$ cat src/logic/serial_alu_params.svh
`ifndef SERIAL_ALU_PARAMS_SVH
`define SERIAL_ALU_PARAMS_SVH

// operand and result word
`define SA_WIDTH 16

// counts the SA_WIDTH bit steps
`define SA_CNT_WIDTH 4

// opcode field
`define SA_OP_WIDTH 3

`endif

$ cat src/logic/serial_alu_pkg.sv
`default_nettype none

`include "serial_alu_params.svh"

package serial_alu_pkg;

    typedef logic [`SA_WIDTH-1:0] word_t;
    typedef logic [`SA_WIDTH:0] result_t;      // carry in the top bit
    typedef logic [`SA_CNT_WIDTH-1:0] bit_cnt_t;

    typedef enum logic [`SA_OP_WIDTH-1:0] {
        OP_ADD  = 3'd0,
        OP_SUB  = 3'd1,
        OP_XOR  = 3'd2,
        OP_AND  = 3'd3,
        OP_NOT  = 3'd4,     // not a, b ignored
        OP_OR   = 3'd5,
        OP_NOR  = 3'd6,
        OP_NAND = 3'd7
    } op_t;

endpackage

`default_nettype wire

$ cat src/logic/alu_sequencer.sv
`default_nettype none

`include "serial_alu_params.svh"

module alu_sequencer (
    input  logic clk,
    input  logic rst,
    input  logic in_valid,
    output logic in_ready,
    output logic out_valid,
    input  logic out_ready,
    output logic load,
    output logic step
);

    typedef enum logic [1:0] {
        S_IDLE,
        S_RUN,
        S_DONE
    } state_t;

    // last bit of the word
    localparam serial_alu_pkg::bit_cnt_t CNT_LAST = {`SA_CNT_WIDTH{1'b1}};

    state_t state;
    serial_alu_pkg::bit_cnt_t cnt;

    assign in_ready  = (state == S_IDLE);
    assign out_valid = (state == S_DONE);
    assign load      = in_valid && in_ready;   // accept edge
    assign step      = (state == S_RUN);

    always_ff @(posedge clk) begin
        if (rst) begin
            state <= S_IDLE;
            cnt   <= '0;
        end else begin
            case (state)
                S_IDLE: begin
                    if (load) begin
                        state <= S_RUN;
                        cnt   <= '0;
                    end
                end

                S_RUN: begin
                    cnt <= cnt + 1'b1;
                    // bit 15 done on this edge
                    if (cnt == CNT_LAST) begin
                        state <= S_DONE;
                    end
                end

                S_DONE: begin
                    if (out_ready) begin
                        state <= S_IDLE;   // result taken
                    end
                end

                default: begin
                    state <= S_IDLE;
                end
            endcase
        end
    end

endmodule

`default_nettype wire

$ cat src/logic/operand_shifter.sv
`default_nettype none

`include "serial_alu_params.svh"

module operand_shifter (
    input  logic                  clk,
    input  logic                  load,
    input  logic                  step,
    input  serial_alu_pkg::word_t in_a,
    input  serial_alu_pkg::word_t in_b,
    output logic                  a_bit,
    output logic                  b_bit
);

    serial_alu_pkg::word_t a_reg;
    serial_alu_pkg::word_t b_reg;

    // current bit sits in the lsb
    assign a_bit = a_reg[0];
    assign b_bit = b_reg[0];

    always_ff @(posedge clk) begin
        if (load) begin
            a_reg <= in_a;
            b_reg <= in_b;
        end else if (step) begin
            a_reg <= {1'b0, a_reg[`SA_WIDTH-1:1]};
            b_reg <= {1'b0, b_reg[`SA_WIDTH-1:1]};
        end
    end

endmodule

`default_nettype wire

$ cat src/logic/bit_alu.sv
`default_nettype none

module bit_alu (
    input  logic                clk,
    input  logic                rst,
    input  logic                load,
    input  logic                step,
    input  serial_alu_pkg::op_t in_op,
    input  logic                a_bit,
    input  logic                b_bit,
    output logic                res_bit,
    output logic                carry
);

    serial_alu_pkg::op_t op_reg;
    logic carry_reg;
    logic is_arith;
    logic b_eff;
    logic sum;

    assign is_arith = (op_reg == serial_alu_pkg::OP_ADD) ||
                      (op_reg == serial_alu_pkg::OP_SUB);

    // subtract adds the inverted b
    assign b_eff = b_bit ^ (op_reg == serial_alu_pkg::OP_SUB);
    assign sum   = a_bit ^ b_eff ^ carry_reg;

    // carry out of the current bit, zero for logic ops
    assign carry = is_arith &
                   ((a_bit & b_eff) | (carry_reg & (a_bit ^ b_eff)));

    always_comb begin
        case (op_reg)
            serial_alu_pkg::OP_XOR:  res_bit = a_bit ^ b_bit;
            serial_alu_pkg::OP_AND:  res_bit = a_bit & b_bit;
            serial_alu_pkg::OP_NOT:  res_bit = ~a_bit;
            serial_alu_pkg::OP_OR:   res_bit = a_bit | b_bit;
            serial_alu_pkg::OP_NOR:  res_bit = ~(a_bit | b_bit);
            serial_alu_pkg::OP_NAND: res_bit = ~(a_bit & b_bit);
            default:                 res_bit = sum;   // add, sub
        endcase
    end

    always_ff @(posedge clk) begin
        if (rst) begin
            op_reg    <= serial_alu_pkg::OP_ADD;
            carry_reg <= 1'b0;
        end else if (load) begin
            op_reg    <= in_op;
            // two's complement needs the extra one
            carry_reg <= (in_op == serial_alu_pkg::OP_SUB);
        end else if (step) begin
            carry_reg <= carry;
        end
    end

endmodule

`default_nettype wire

$ cat src/logic/result_shifter.sv
`default_nettype none

`include "serial_alu_params.svh"

module result_shifter (
    input  logic                    clk,
    input  logic                    load,
    input  logic                    step,
    input  logic                    res_bit,
    input  logic                    carry,
    output serial_alu_pkg::result_t out_result
);

    serial_alu_pkg::result_t res_reg;

    assign out_result = res_reg;

    always_ff @(posedge clk) begin
        if (load) begin
            res_reg <= '0;   // fresh word per operation
        end else if (step) begin
            // last carry copied wins
            res_reg[`SA_WIDTH] <= carry;

            // new bit enters at the msb, older bits move down
            res_reg[`SA_WIDTH-1:0] <= {res_bit, res_reg[`SA_WIDTH-1:1]};
        end
    end

endmodule

`default_nettype wire

$ cat src/logic/serial_alu_top.sv
`default_nettype none

`include "serial_alu_params.svh"

module serial_alu_top (
    input  logic                clk,
    input  logic                rst,

    input  logic                in_valid,
    output logic                in_ready,
    input  logic [`SA_WIDTH-1:0] in_a,
    input  logic [`SA_WIDTH-1:0] in_b,
    input  serial_alu_pkg::op_t in_op,

    output logic                out_valid,
    input  logic                out_ready,
    output logic [`SA_WIDTH:0]  out_result
);

    logic load;
    logic step;
    logic a_bit;
    logic b_bit;
    logic res_bit;
    logic carry;

    // handshake and bit count
    alu_sequencer u_seq (
        .clk       (clk),
        .rst       (rst),
        .in_valid  (in_valid),
        .in_ready  (in_ready),
        .out_valid (out_valid),
        .out_ready (out_ready),
        .load      (load),
        .step      (step)
    );

    operand_shifter u_opnd (
        .clk   (clk),
        .load  (load),
        .step  (step),
        .in_a  (in_a),
        .in_b  (in_b),
        .a_bit (a_bit),
        .b_bit (b_bit)
    );

    // one bit per clock
    bit_alu u_alu (
        .clk     (clk),
        .rst     (rst),
        .load    (load),
        .step    (step),
        .in_op   (in_op),
        .a_bit   (a_bit),
        .b_bit   (b_bit),
        .res_bit (res_bit),
        .carry   (carry)
    );

    result_shifter u_res (
        .clk        (clk),
        .load       (load),
        .step       (step),
        .res_bit    (res_bit),
        .carry      (carry),
        .out_result (out_result)
    );

endmodule

`default_nettype wire

$ cat config.mk
export PLATFORM = sky130hd
export DESIGN_NAME = serial_alu_top
export DESIGN_NICKNAME = d
export VERILOG_FILES = /design/src/logic/serial_alu_pkg.sv /design/src/logic/alu_sequencer.sv /design/src/logic/operand_shifter.sv /design/src/logic/bit_alu.sv /design/src/logic/result_shifter.sv /design/src/logic/serial_alu_top.sv
export VERILOG_INCLUDE_DIRS = /design/src /design/src/logic
export SDC_FILE = /design/constraint.sdc
export NUM_CORES = 1
export LEC_CHECK = 0
export BUFFER_PORTS_ARGS = -buffer_cell sky130_fd_sc_hd__buf_2
export CORE_ASPECT_RATIO = 0.9
export CORE_MARGIN = 5
export CORE_UTILIZATION = 53
export DETAILED_ROUTE_END_ITERATION = 16
export PLACE_DENSITY_LB_ADDON = 0.25
export SYNTH_ARGS = -nofsm -noshare
export SYNTH_HDL_FRONTEND = slang
export SYNTH_SLANG_ARGS = --single-unit
$ cat constraint.sdc
create_clock -name clk -period 5.6 [get_ports clk]
set_clock_uncertainty 0.15 [all_clocks]
set_input_delay 1.12 -clock clk [delete_from_list [all_inputs] [get_ports clk]]
set_output_delay 1.12 -clock clk [all_outputs]
set_load 0.01 [all_outputs]
==> impl_metrics.tcl, run 1 <==
set metrics [dict create \
    netlist_instances 240 \
    required_ns 4.33 \
    fmax_mhz 416 \
    vias_in_the_first_global_route 1774 \
    synth-seq-area-share 0.620 \
    io_pins 58 \
    post-route-min-period_ns 2.41 \
    max_cap_violations 0 \
    grt_first_pass_wirelength_mm 7.98 \
    vias_per_cell 4.87 \
    final-max-slew-violation-count 0 \
    synthToLayoutAreaGrowth_pct 21.1 \
    initial_core_util 0.546 \
    synth_nets 283 \
    cts_repair_resize_count 0 \
    cts_root_buf "sky130_fd_sc_hd__clkbuf_8" \
    drtIter0Drc 114 \
    design.final.nets 339 \
    place_hpwl_mm 3.23 \
    cp_slowest_stage_delay_ns 0.45 \
    die_y_um 74.1 \
    run_status "complete, no violations" \
    power_per_cell_area_nw_per_um2 343 \
    path_clk_slew_ns 0.06 \
    cts_made_buffers 9 \
    worst_pin_slew_ns 1.20 \
    family_of_cells_with_the_greatest_summed_delay_on_the_critical_path "flip-flops" \
    timing.slew.headroom 0.198 \
    num_antenna_cells 0 \
    leakagePower_nw 1.37 \
    path_buf_inv 1 \
    synth.ff_latch_count 59 \
    grtUsageTotal 0.177 \
    worstPathArrival_ns 1.14 \
    instances_no_fill 363 \
    design.core.area_um2 4430 \
    rows 23 \
    dieWidth_um 81.2 \
    io_buffers 57 \
    fin_tns_setup_ns 0 \
    clock_insertion_delay_worst_skew_ns 0.32 \
    post-cts-setup-buffer-count 0 \
    die_outline_area_um2 6020 \
    worst-setup-path-type "reg2out" \
    antenna_found_initial 0 \
    rsz0062_at_grt "false" \
    dp.cells 347 \
    fin_total_pwr_w 0.00101 \
    postRouteAntennaNets 0 \
    min-delay-path-class "reg2reg" \
    critical_path.max_fanout 8 \
    final_hold_viol_count 0 \
    synth.avg_cell_area_um2 10.1 \
    finalSetupViolations 0 \
    critPathCaptureType "output port" \
    cp-start-kind "flip-flop" \
    yosys_warnings 0 \
    gpl.final_weighted_congestion 0.727 \
    number_of_detailed_routing_iterations_run_before_antenna_repair 4 \
    cts.path.max_buffers 2 \
    cts_num_sinks 59 \
    yosysUniqueCellTypes 35 \
    largest_register_ffs 17 \
    routed_wire_length_per_instance_um 13.2 \
    crit_path_top_delay_cell "sky130_fd_sc_hd__dfxtp_1" \
    grt_start_max_net_pins 35 \
    period_share 0.430 \
    routed_wl_mm 4.79 \
    ctsHoldBuffers 0 \
    post-route-drc-count 0 \
    util_after_layout 0.662 \
    crit_path_cell_trace "nor2b_1, buf_2" \
    drive_gt1_frac 0.239 \
    ir_drop_v 0.000177 \
    grt-ovfl-total 0 \
    htreeDepth 3 \
    vias 1769 \
    synthesis.area_um2 2420 \
    clock_tree_from_tritoncts "built" \
]
==> cell type report <==
| type | count | area, µm² |
|---|---|---|
| clock inverters | 2 | 33.8 |
| clock buffers | 14 | 163 |
| well taps | 62 | 77.6 |
| fillers | 375 | 1500 |
| inverters | 5 | 18.8 |
| repair buffers | 59 | 300 |
| multi-input cells | 162 | 838 |
| flip-flops and latches | 59 | 1500 |
==> Yosys cell counts <==
| cell | count | share of area |
|---|---|---|
| sky130_fd_sc_hd__a32oi_1 | 1 | 0.0036 |
| sky130_fd_sc_hd__nand2_1 | 101 | 0.16 |
| sky130_fd_sc_hd__or3b_1 | 1 | 0.0036 |
| sky130_fd_sc_hd__edfxtp_1 | 32 | 0.40 |
| sky130_fd_sc_hd__xnor2_1 | 1 | 0.0036 |
| sky130_fd_sc_hd__and2b_1 | 1 | 0.0031 |
| sky130_fd_sc_hd__buf_4 | 1 | 0.0031 |
| sky130_fd_sc_hd__o31ai_1 | 1 | 0.0031 |
| sky130_fd_sc_hd__nor2_1 | 9 | 0.014 |
| sky130_fd_sc_hd__o21bai_1 | 1 | 0.0031 |
| sky130_fd_sc_hd__a22oi_1 | 1 | 0.0031 |
| sky130_fd_sc_hd__and3_1 | 1 | 0.0026 |
| sky130_fd_sc_hd__nor3b_1 | 1 | 0.0031 |
| sky130_fd_sc_hd__nor2b_1 | 1 | 0.0026 |
| sky130_fd_sc_hd__nand2b_1 | 1 | 0.0026 |
| sky130_fd_sc_hd__a22o_1 | 15 | 0.054 |
| sky130_fd_sc_hd__buf_1 | 1 | 0.0015 |
| sky130_fd_sc_hd__o41ai_1 | 1 | 0.0036 |
| sky130_fd_sc_hd__fa_1 | 1 | 0.0083 |
| sky130_fd_sc_hd__clkbuf_1 | 3 | 0.0047 |
| sky130_fd_sc_hd__mux2i_1 | 3 | 0.012 |
| sky130_fd_sc_hd__buf_2 | 9 | 0.019 |
| sky130_fd_sc_hd__nand3_1 | 3 | 0.0062 |
| sky130_fd_sc_hd__a21oi_1 | 6 | 0.012 |
| sky130_fd_sc_hd__inv_1 | 5 | 0.0078 |
| sky130_fd_sc_hd__nor3_1 | 1 | 0.0021 |
| sky130_fd_sc_hd__o211ai_1 | 1 | 0.0031 |
| sky130_fd_sc_hd__a2bb2oi_1 | 1 | 0.0036 |
| sky130_fd_sc_hd__or3_1 | 1 | 0.0026 |
| sky130_fd_sc_hd__ha_1 | 3 | 0.016 |
| sky130_fd_sc_hd__xor2_1 | 1 | 0.0036 |
| sky130_fd_sc_hd__a2111oi_0 | 1 | 0.0036 |
| sky130_fd_sc_hd__nand3b_1 | 1 | 0.0031 |
| sky130_fd_sc_hd__and2_1 | 2 | 0.0052 |
| sky130_fd_sc_hd__dfxtp_1 | 27 | 0.22 |
==> worst paths after layout <==
check / start / to / slack [ns] / cells after the start
max: u_seq.state[1]$_SDFFE_PP0P_ / out_valid / 3.19 / 2
max reg2reg: u_seq.state[0]$_SDFFE_PP0P_ / u_opnd.b_reg[2]$_DFFE_PP_ / 3.57 / 2
min: u_res.out_result[16]$_SDFFE_PP0P_ / u_res.out_result[16]$_SDFFE_PP0P_ / 0.29 / 2
min reg2reg: u_res.out_result[16]$_SDFFE_PP0P_ / u_res.out_result[16]$_SDFFE_PP0P_ / 0.29 / 2
==> placed cells by master, fill, tap and decap left out, drive strengths merged, types with 2 or more instances in the layout <==
master and count:
nand2 101, ha 3, edfxtp 32, dfxtp 27, inv 5, clkbuf 14
a21oi 6, nor2 9, buf 59, nand3 3, a22o 15, and2 2
mux2i 3
==> tightest hold or removal path: stages, from the launching register on <==
cell                      delay, ns
sky130_fd_sc_hd__dfxtp_1       0.30
sky130_fd_sc_hd__nand2_1       0.05
sky130_fd_sc_hd__nand2_1       0.04
==> through the flow <==
| step | cell area (µm²) | hold WS, ns | worst slack (ns) |
|---|---|---|---|
| finish | 2930 | 0.293 | 3.19 |
| global route | 2930 | 0.336 | 3.09 |
| CTS | 2930 | 0.299 | 3.18 |
| detailed placement | 2740 | 0.290 | 2.85 |
| global placement | 2740 | 0.279 | 2.88 |
| floorplan | 2420 | 0.317 | 3.06 |
==> report_power, final <==
group	internal, W	switching (W)
logic	0.0000401	0.0000609
clock network	0.000229	0.000153
registers	0.000504	0.0000185
==> cell families (layout without fill, tap and decap cells) <==
group | count (synthesis) | count (layout) | synth area share
flip-flops | 59 | 59 | 0.620
buffers and inverters | 19 | 80 | 0.0357
multiplexers | 3 | 3 | 0.0124
AO/OA/AOI/OAI | 29 | 29 | 0.0935
AND/OR/NAND/NOR | 124 | 124 | 0.207
adder cells (fa/ha/maj) | 4 | 4 | 0.0238
XOR/XNOR | 2 | 2 | 0.00724
==> layer usage <==
metal	track usage	up-vias	wire (µm)
met3	0.0678	4	281
met2	0.266	46	2180
met4	0.0732	0	37
met1	0.232	798	2290
met5	0	-	0
li1	-	921	-
No activity file was read; power rests on OpenSTA's default activity.
==> inputs of run 2 (changes only) <==
--- a/config.mk
+++ b/config.mk
@@ -6,10 +6,11 @@
 export SDC_FILE = /design/constraint.sdc
 export NUM_CORES = 1
 export LEC_CHECK = 0
+export ABC_AREA = 1
 export BUFFER_PORTS_ARGS = -buffer_cell sky130_fd_sc_hd__buf_2
 export CORE_ASPECT_RATIO = 0.9
 export CORE_MARGIN = 5
-export CORE_UTILIZATION = 53
+export CORE_UTILIZATION = 48
 export DETAILED_ROUTE_END_ITERATION = 16
 export PLACE_DENSITY_LB_ADDON = 0.25
 export SYNTH_ARGS = -nofsm -noshare
==> constraint.sdc (replaced) <==
create_clock -name clk -period 2.1 [get_ports clk]
set_clock_uncertainty 0.15 [all_clocks]
set_input_delay 0.42 -clock clk [delete_from_list [all_inputs] [get_ports clk]]
set_output_delay 0.42 -clock clk [all_outputs]
set_load 0.01 [all_outputs]
==> impl_metrics.tcl, run 2 <==
set metrics [dict create \
    grt-ovfl-total 0 \
    place_hpwl_mm 3.33 \
    dieWidth_um 86.3 \
    cp_slowest_stage_delay_ns 0.44 \
    rsz0062_at_grt "false" \
    grt_start_max_net_pins 32 \
    worst_pin_slew_ns 0.521 \
    yosys-mux-area-fraction 0 \
    grtUsageTotal 0.159 \
    cts.path.max_buffers 2 \
    rows 25 \
    yosys_warnings 0 \
    multi_input_comb_area_um2 835 \
    yosys.cell_count.top_type "sky130_fd_sc_hd__nand2_1" \
    die_y_um 78.7 \
    ir_drop_v 0.000519 \
    fmax_mhz 561 \
    synthesis.area_um2 2510 \
    ys_async_sr_fraction 0 \
    post-synth-top-area-cell "sky130_fd_sc_hd__edfxtp_1" \
    routed_wl_mm 4.91 \
    io_buffers 57 \
    max_cap_violations 0 \
    yosys-top-cells-area "sky130_fd_sc_hd__edfxtp_1, sky130_fd_sc_hd__dfxtp_1, sky130_fd_sc_hd__nand2_1" \
    num_antenna_cells 0 \
    period_share 0.848 \
    synth_common_cells "sky130_fd_sc_hd__nand2_1, sky130_fd_sc_hd__edfxtp_1, sky130_fd_sc_hd__inv_1" \
    seq_power_share 0.480 \
    clock_tree_from_tritoncts "built" \
    synth-adder-area-share 0.0229 \
    cts_num_sinks 59 \
    cts_root_buf "sky130_fd_sc_hd__clkbuf_8" \
    sequential_cell_area_um2 1500 \
    min-delay-path-class "in2reg" \
    cp-start-kind "flip-flop" \
    synth-seq-area-share 0.597 \
    fin_tns_setup_ns 0 \
    grt_first_pass_wirelength_mm 8.42 \
    post_synth_edffs 32 \
    crit_path_cell_trace "inv_1, nand3_1, xor2_1, fa_1, inv_1, nand2_1, nand2_1, a21oi_1, nand2_1, nand2_1" \
    cts_made_buffers 9 \
    leakagePower_nw 1.47 \
    post-cts-setup-buffer-count 0 \
    critPathCaptureType "flip-flop" \
    synth_top_family_by_area "simple AND/OR/NAND/NOR gates" \
    vias_in_the_first_global_route 1980 \
    clock_group_share_of_total_power 0.416 \
    drive_gt1_frac 0.265 \
    post-route-drc-count 0 \
    internal_power_w 0.00223 \
    fin_total_pwr_w 0.00289 \
    family_of_cells_with_the_greatest_summed_delay_on_the_critical_path "adder cells" \
    largest_register_ffs 17 \
    filler_cell_count 480 \
    synth_nets 319 \
    synth-xor-area-share 0.00348 \
    timing.slew.headroom 0.652 \
    ctsHoldBuffers 0 \
    worst-setup-path-type "reg2reg" \
    initial_core_util 0.487 \
    required_ns 2.18 \
    hold-worst-slack_ns 0.198 \
    path_buf_inv 2 \
    clock_insertion_delay_worst_skew_ns 0.33 \
    critical_path.max_fanout 5 \
    final_cell_mix "sky130_fd_sc_hd__nand2_1, sky130_fd_sc_hd__buf_2, sky130_fd_sc_hd__edfxtp_1, sky130_fd_sc_hd__inv_1, sky130_fd_sc_hd__dfxtp_1" \
    cts_repair_resize_count 0 \
    vias_per_cell 4.73 \
    synthToLayoutAreaGrowth_pct 23.1 \
    number_of_detailed_routing_iterations_run_before_antenna_repair 4 \
    final-max-slew-violation-count 0 \
    htreeDepth 3 \
    synth_compound_area_frac 0.0777 \
    share_comb_of_total_power 0.104 \
    netSwitchingPower_w 0.000665 \
    yosys_most_used_dff "sky130_fd_sc_hd__edfxtp_1" \
    ff2ff_setup_slack_ns 0.32 \
    routed_wire_length_per_instance_um 11.9 \
    crit_path_top_cell_by_count "sky130_fd_sc_hd__nand2_1" \
    postRouteAntennaNets 0 \
    synth.ff_latch_count 59 \
    run_status "complete, no violations" \
    post-route-min-period_ns 1.78 \
    synth.avg_cell_area_um2 9.11 \
    worstPathArrival_ns 1.86 \
    design.core.area_um2 5160 \
    post_synth_and_or_nand_nor_area_fraction 0.228 \
    finalSetupViolations 0 \
    path_clk_slew_ns 0.07 \
    layout_commonest_cell "sky130_fd_sc_hd__nand2_1" \
    yosysUniqueCellTypes 28 \
    power_per_cell_area_nw_per_um2 935 \
    final_hold_viol_count 0 \
    crit_path_top_delay_cell "sky130_fd_sc_hd__fa_1" \
    netlist_instances 276 \
    drtIter0Drc 91 \
    synth_largest_type_area_fraction 0.382 \
    gpl.final_weighted_congestion 0.844 \
    p_sw_frac 0.230 \
    die_outline_area_um2 6790 \
    design.final.nets 382 \
    antenna_found_initial 0 \
    vias 1942 \
    io_pins 58 \
]
## run 2: cell families (layout without fill, tap and decap cells)
kind of cell | count (synthesis) | in the layout
simple gates | 140 | 140
flops | 59 | 59
fa+ha+maj | 4 | 4
compound gates | 30 | 30
xor+xnor | 1 | 1
buf+inv | 42 | 110
## run 2: metal layers
layer  vias up  share of wire  GRT usage
met5         -              0          0
met4         0          0.025     0.0981
met3        10          0.057     0.0441
met2        48           0.46      0.254
met1       870           0.45      0.188
li1       1014              -          -
## run 2: worst paths after layout
path | startpoint | endpoint | cells past startpoint
worst min register to register | u_res.out_result[16]$_SDFFE_PP0P_ | u_res.out_result[16]$_SDFFE_PP0P_ | 2
worst min-delay path | in_a[14] | u_opnd.a_reg[14]$_DFFE_PP_ | 3
worst max register to register | u_alu.op_reg[1]$_SDFFE_PP0P_ | u_res.out_result[15]$_SDFFE_PP0P_ | 10
worst max-delay path | u_alu.op_reg[1]$_SDFFE_PP0P_ | u_res.out_result[15]$_SDFFE_PP0P_ | 10
## run 2: cell type report
class,count,area share
Inverter,33,0.0400
Clock buffer,12,0.0538
Tap cell,67,0.0271
Clock inverter,4,0.0226
Multi-Input combinational cell,175,0.270
Timing Repair Buffer,61,0.102
Sequential cell,59,0.485
## run 2: power groups by stage
| stage | Combinational [W] | Sequential, W | Clock [W] |
|---|---|---|---|
| floorplan | 0.000203 | 0.00141 | 0 |
| CTS | 0.000309 | 0.00139 | 0.00124 |
| finish | 0.000302 | 0.00139 | 0.00120 |
| global route | 0.000351 | 0.00140 | 0.00129 |
| global placement | 0.000299 | 0.00141 | 0 |
| detailed placement | 0.000306 | 0.00141 | 0 |
## run 2: worst register-to-register path, cell delays in order (launching register included)
cell                      delay, ns
sky130_fd_sc_hd__dfxtp_1       0.39
sky130_fd_sc_hd__inv_1         0.11
sky130_fd_sc_hd__nand3_1       0.10
sky130_fd_sc_hd__xor2_1        0.18
sky130_fd_sc_hd__fa_1          0.44
sky130_fd_sc_hd__inv_1         0.07
sky130_fd_sc_hd__nand2_1       0.05
sky130_fd_sc_hd__nand2_1       0.06
sky130_fd_sc_hd__a21oi_1       0.04
sky130_fd_sc_hd__nand2_1       0.05
sky130_fd_sc_hd__nand2_1       0.04
## run 2: per-stage QoR
step	instances	util	worst slack, ns	cell area (µm²)
after floorplan	276	-	0.454	2510
after global placement	395	0.554	0.403	2860
after detailed placement	395	0.554	0.332	2860
after CTS	411	0.600	0.319	3100
after global routing	411	0.600	0.143	3100
final	411	0.600	0.319	3100
==> inputs of run 3 (changes only) <==
--- a/config.mk
+++ b/config.mk
@@ -10,7 +10,7 @@
 export BUFFER_PORTS_ARGS = -buffer_cell sky130_fd_sc_hd__buf_2
 export CORE_ASPECT_RATIO = 0.9
 export CORE_MARGIN = 5
-export CORE_UTILIZATION = 48
+export CORE_UTILIZATION = 53
 export DETAILED_ROUTE_END_ITERATION = 16
 export PLACE_DENSITY_LB_ADDON = 0.25
 export SYNTH_ARGS = -nofsm -noshare
==> constraint.sdc (replaced) <==
create_clock -name clk -period 1.8 [get_ports clk]
set_clock_uncertainty 0.15 [all_clocks]
set_input_delay 0.36 -clock clk [delete_from_list [all_inputs] [get_ports clk]]
set_output_delay 0.36 -clock clk [all_outputs]
set_load 0.01 [all_outputs]
==> impl_metrics.tcl, run 3 (synthesis results as in run 2) <==
set metrics [dict create \
    design.final.nets 385 \
    internal_power_w 0.00242 \
    place_hpwl_mm 3.51 \
    post-cts-setup-buffer-count 0 \
    cts_num_sinks 59 \
    cp-start-kind "flip-flop" \
    util_after_layout 0.687 \
    number_of_detailed_routing_iterations_run_before_antenna_repair 4 \
    grt_first_pass_wirelength_mm 8.20 \
    grtUsageTotal 0.181 \
    worst_hold_path.num_cells 3 \
    period_share 0.946 \
    final-max-slew-violation-count 0 \
    drive_gt1_frac 0.277 \
    required_ns 1.93 \
    dieWidth_um 82.6 \
    share_comb_of_total_power 0.115 \
    synthToLayoutAreaGrowth_pct 23.4 \
    io_pins 58 \
    reg2regPathDepth 10 \
    rows 23 \
    clock_insertion_delay_worst_skew_ns 0.34 \
    seq_power_share 0.502 \
    vias 2003 \
    grt-ovfl-total 0 \
    cts.path.max_buffers 2 \
    final_hold_viol_count 0 \
    cts_made_buffers 9 \
    worstPathArrival_ns 1.83 \
    placed_area_um2 2890 \
    post-route-min-period_ns 1.70 \
    ctsHoldBuffers 0 \
    final_cell_mix "sky130_fd_sc_hd__nand2_1, sky130_fd_sc_hd__buf_2, sky130_fd_sc_hd__edfxtp_1, sky130_fd_sc_hd__inv_1, sky130_fd_sc_hd__dfxtp_1" \
    hold-worst-slack_ns 0.131 \
    clock_tree_from_tritoncts "built" \
    vias_per_cell 4.90 \
    routed_wire_length_per_instance_um 12.4 \
    run_status "complete, no violations" \
    leakagePower_nw 1.48 \
    design.core.area_um2 4520 \
    die_outline_area_um2 6220 \
    postRouteAntennaNets 0 \
    finalSetupViolations 0 \
    largest_register_ffs 17 \
    worst_pin_slew_ns 0.524 \
    fin_total_pwr_w 0.00323 \
    worst-setup-path-type "reg2reg" \
    power_per_cell_area_nw_per_um2 1040 \
    drtIter0Drc 124 \
    fmax_mhz 587 \
    grt_start_max_net_pins 32 \
    layout_commonest_cell "sky130_fd_sc_hd__nand2_1" \
    worst_r2r_startpoint "u_alu.op_reg[2]$_SDFFE_PP0P_" \
    timing.slew.headroom 0.650 \
    fin_tns_setup_ns 0 \
    routed_wl_mm 5.07 \
    max_cap_violations 0 \
    post-route-drc-count 0 \
    p_sw_frac 0.250 \
    vias_in_the_first_global_route 1829 \
    crit_path_start "u_alu.op_reg[2]$_SDFFE_PP0P_" \
    cts_repair_resize_count 0 \
    num_antenna_cells 0 \
    rsz0062_at_grt "false" \
    initial_core_util 0.556 \
    critPathCaptureType "flip-flop" \
    finalInstanceArea_um2 3100 \
    htreeDepth 3 \
    antenna_found_initial 0 \
    ir_drop_v 0.000775 \
    path_clk_slew_ns 0.07 \
    clock_group_share_of_total_power 0.383 \
    crit_path_end "u_res.out_result[15]$_SDFFE_PP0P_" \
    critical_path.max_fanout 3 \
    ff2ff_setup_slack_ns 0.1 \
    regToRegEndpoint "u_res.out_result[15]$_SDFFE_PP0P_" \
    gpl.final_weighted_congestion 0.838 \
    io_buffers 57 \
    cts_root_buf "sky130_fd_sc_hd__clkbuf_8" \
    min-delay-path-class "in2reg" \
    die_y_um 75.3 \
    filler_cell_count 389 \
    netSwitchingPower_w 0.000808 \
]
## run 3: changes by cell type in the layout (fill, tap and decap cells not counted)
cell                         before  now
sky130_fd_sc_hd__inv_4            0    1
sky130_fd_sc_hd__clkinv_2         2    1
sky130_fd_sc_hd__buf_12           0    1
sky130_fd_sc_hd__clkbuf_1         1    0
sky130_fd_sc_hd__clkinv_4         0    1
sky130_fd_sc_hd__clkinvlp_4       0    1
sky130_fd_sc_hd__inv_2            4    5
sky130_fd_sc_hd__buf_4            4    6
sky130_fd_sc_hd__bufinv_16        2    0
sky130_fd_sc_hd__clkbuf_16        1    2
sky130_fd_sc_hd__inv_1           29   28
## run 3: worst min-delay path by stage
stage / startpoint / to / slack, ns
5_1_grt: in_b[6] / u_opnd.b_reg[6]$_DFFE_PP_ / 0.12
6_report: in_b[6] / u_opnd.b_reg[6]$_DFFE_PP_ / 0.13
4_1_cts: in_b[6] / u_opnd.b_reg[6]$_DFFE_PP_ / 0.12
2_1_floorplan: rst / u_seq.cnt[1]$_SDFFE_PP0P_ / 0.28
3_3_place_gp: u_res.out_result[16]$_SDFFE_PP0P_ / u_res.out_result[16]$_SDFFE_PP0P_ / 0.28
3_5_place_dp: u_res.out_result[16]$_SDFFE_PP0P_ / u_res.out_result[16]$_SDFFE_PP0P_ / 0.29
## run 3: power groups by stage
stage	clock (W)	sequential, W	combinational (W)
5_1_grt	0.00133	0.00163	0.000426
2_1_floorplan	0	0.00164	0.000237
3_3_place_gp	0	0.00164	0.000360
3_5_place_dp	0	0.00165	0.000373
4_1_cts	0.00126	0.00162	0.000375
6_report	0.00124	0.00162	0.000372
## run 3: through the flow
stage / setup WS, ns / cells
global placement: 0.142 / 393
finish: 0.0972 / 409
floorplan: 0.154 / 276
CTS: 0.0848 / 409
global route: 0.00782 / 409
detailed placement: 0.103 / 393
## run 3: routing by layer
| metal | wire length (µm) | GRT usage |
|---|---|---|
| met3 | 366 | 0.0792 |
| met4 | 67 | 0.0599 |
| met2 | 2420 | 0.285 |
| met1 | 2220 | 0.227 |
| met5 | 0 | 0 |
## run 3: cell type report
type	count	area [µm²]	area share
Clock buffer	12	188	0.0605
Clock inverter	4	27.5	0.00887
Inverter	33	124	0.0399
Multi-Input combinational cell	175	835	0.269
Sequential cell	59	1500	0.484
Tap cell	62	77.6	0.0250
Timing Repair Buffer	64	350	0.113
## run 3: worst max-delay path, cell delays in order (launching register included)
cell	delay, ns
sky130_fd_sc_hd__dfxtp_1	0.32
sky130_fd_sc_hd__inv_1	0.09
sky130_fd_sc_hd__nand3_1	0.08
sky130_fd_sc_hd__xor2_1	0.15
sky130_fd_sc_hd__fa_1	0.47
sky130_fd_sc_hd__inv_1	0.04
sky130_fd_sc_hd__nand2_1	0.06
sky130_fd_sc_hd__nand2_1	0.04
sky130_fd_sc_hd__a21oi_1	0.12
sky130_fd_sc_hd__nand2_1	0.06
sky130_fd_sc_hd__nand2_1	0.05
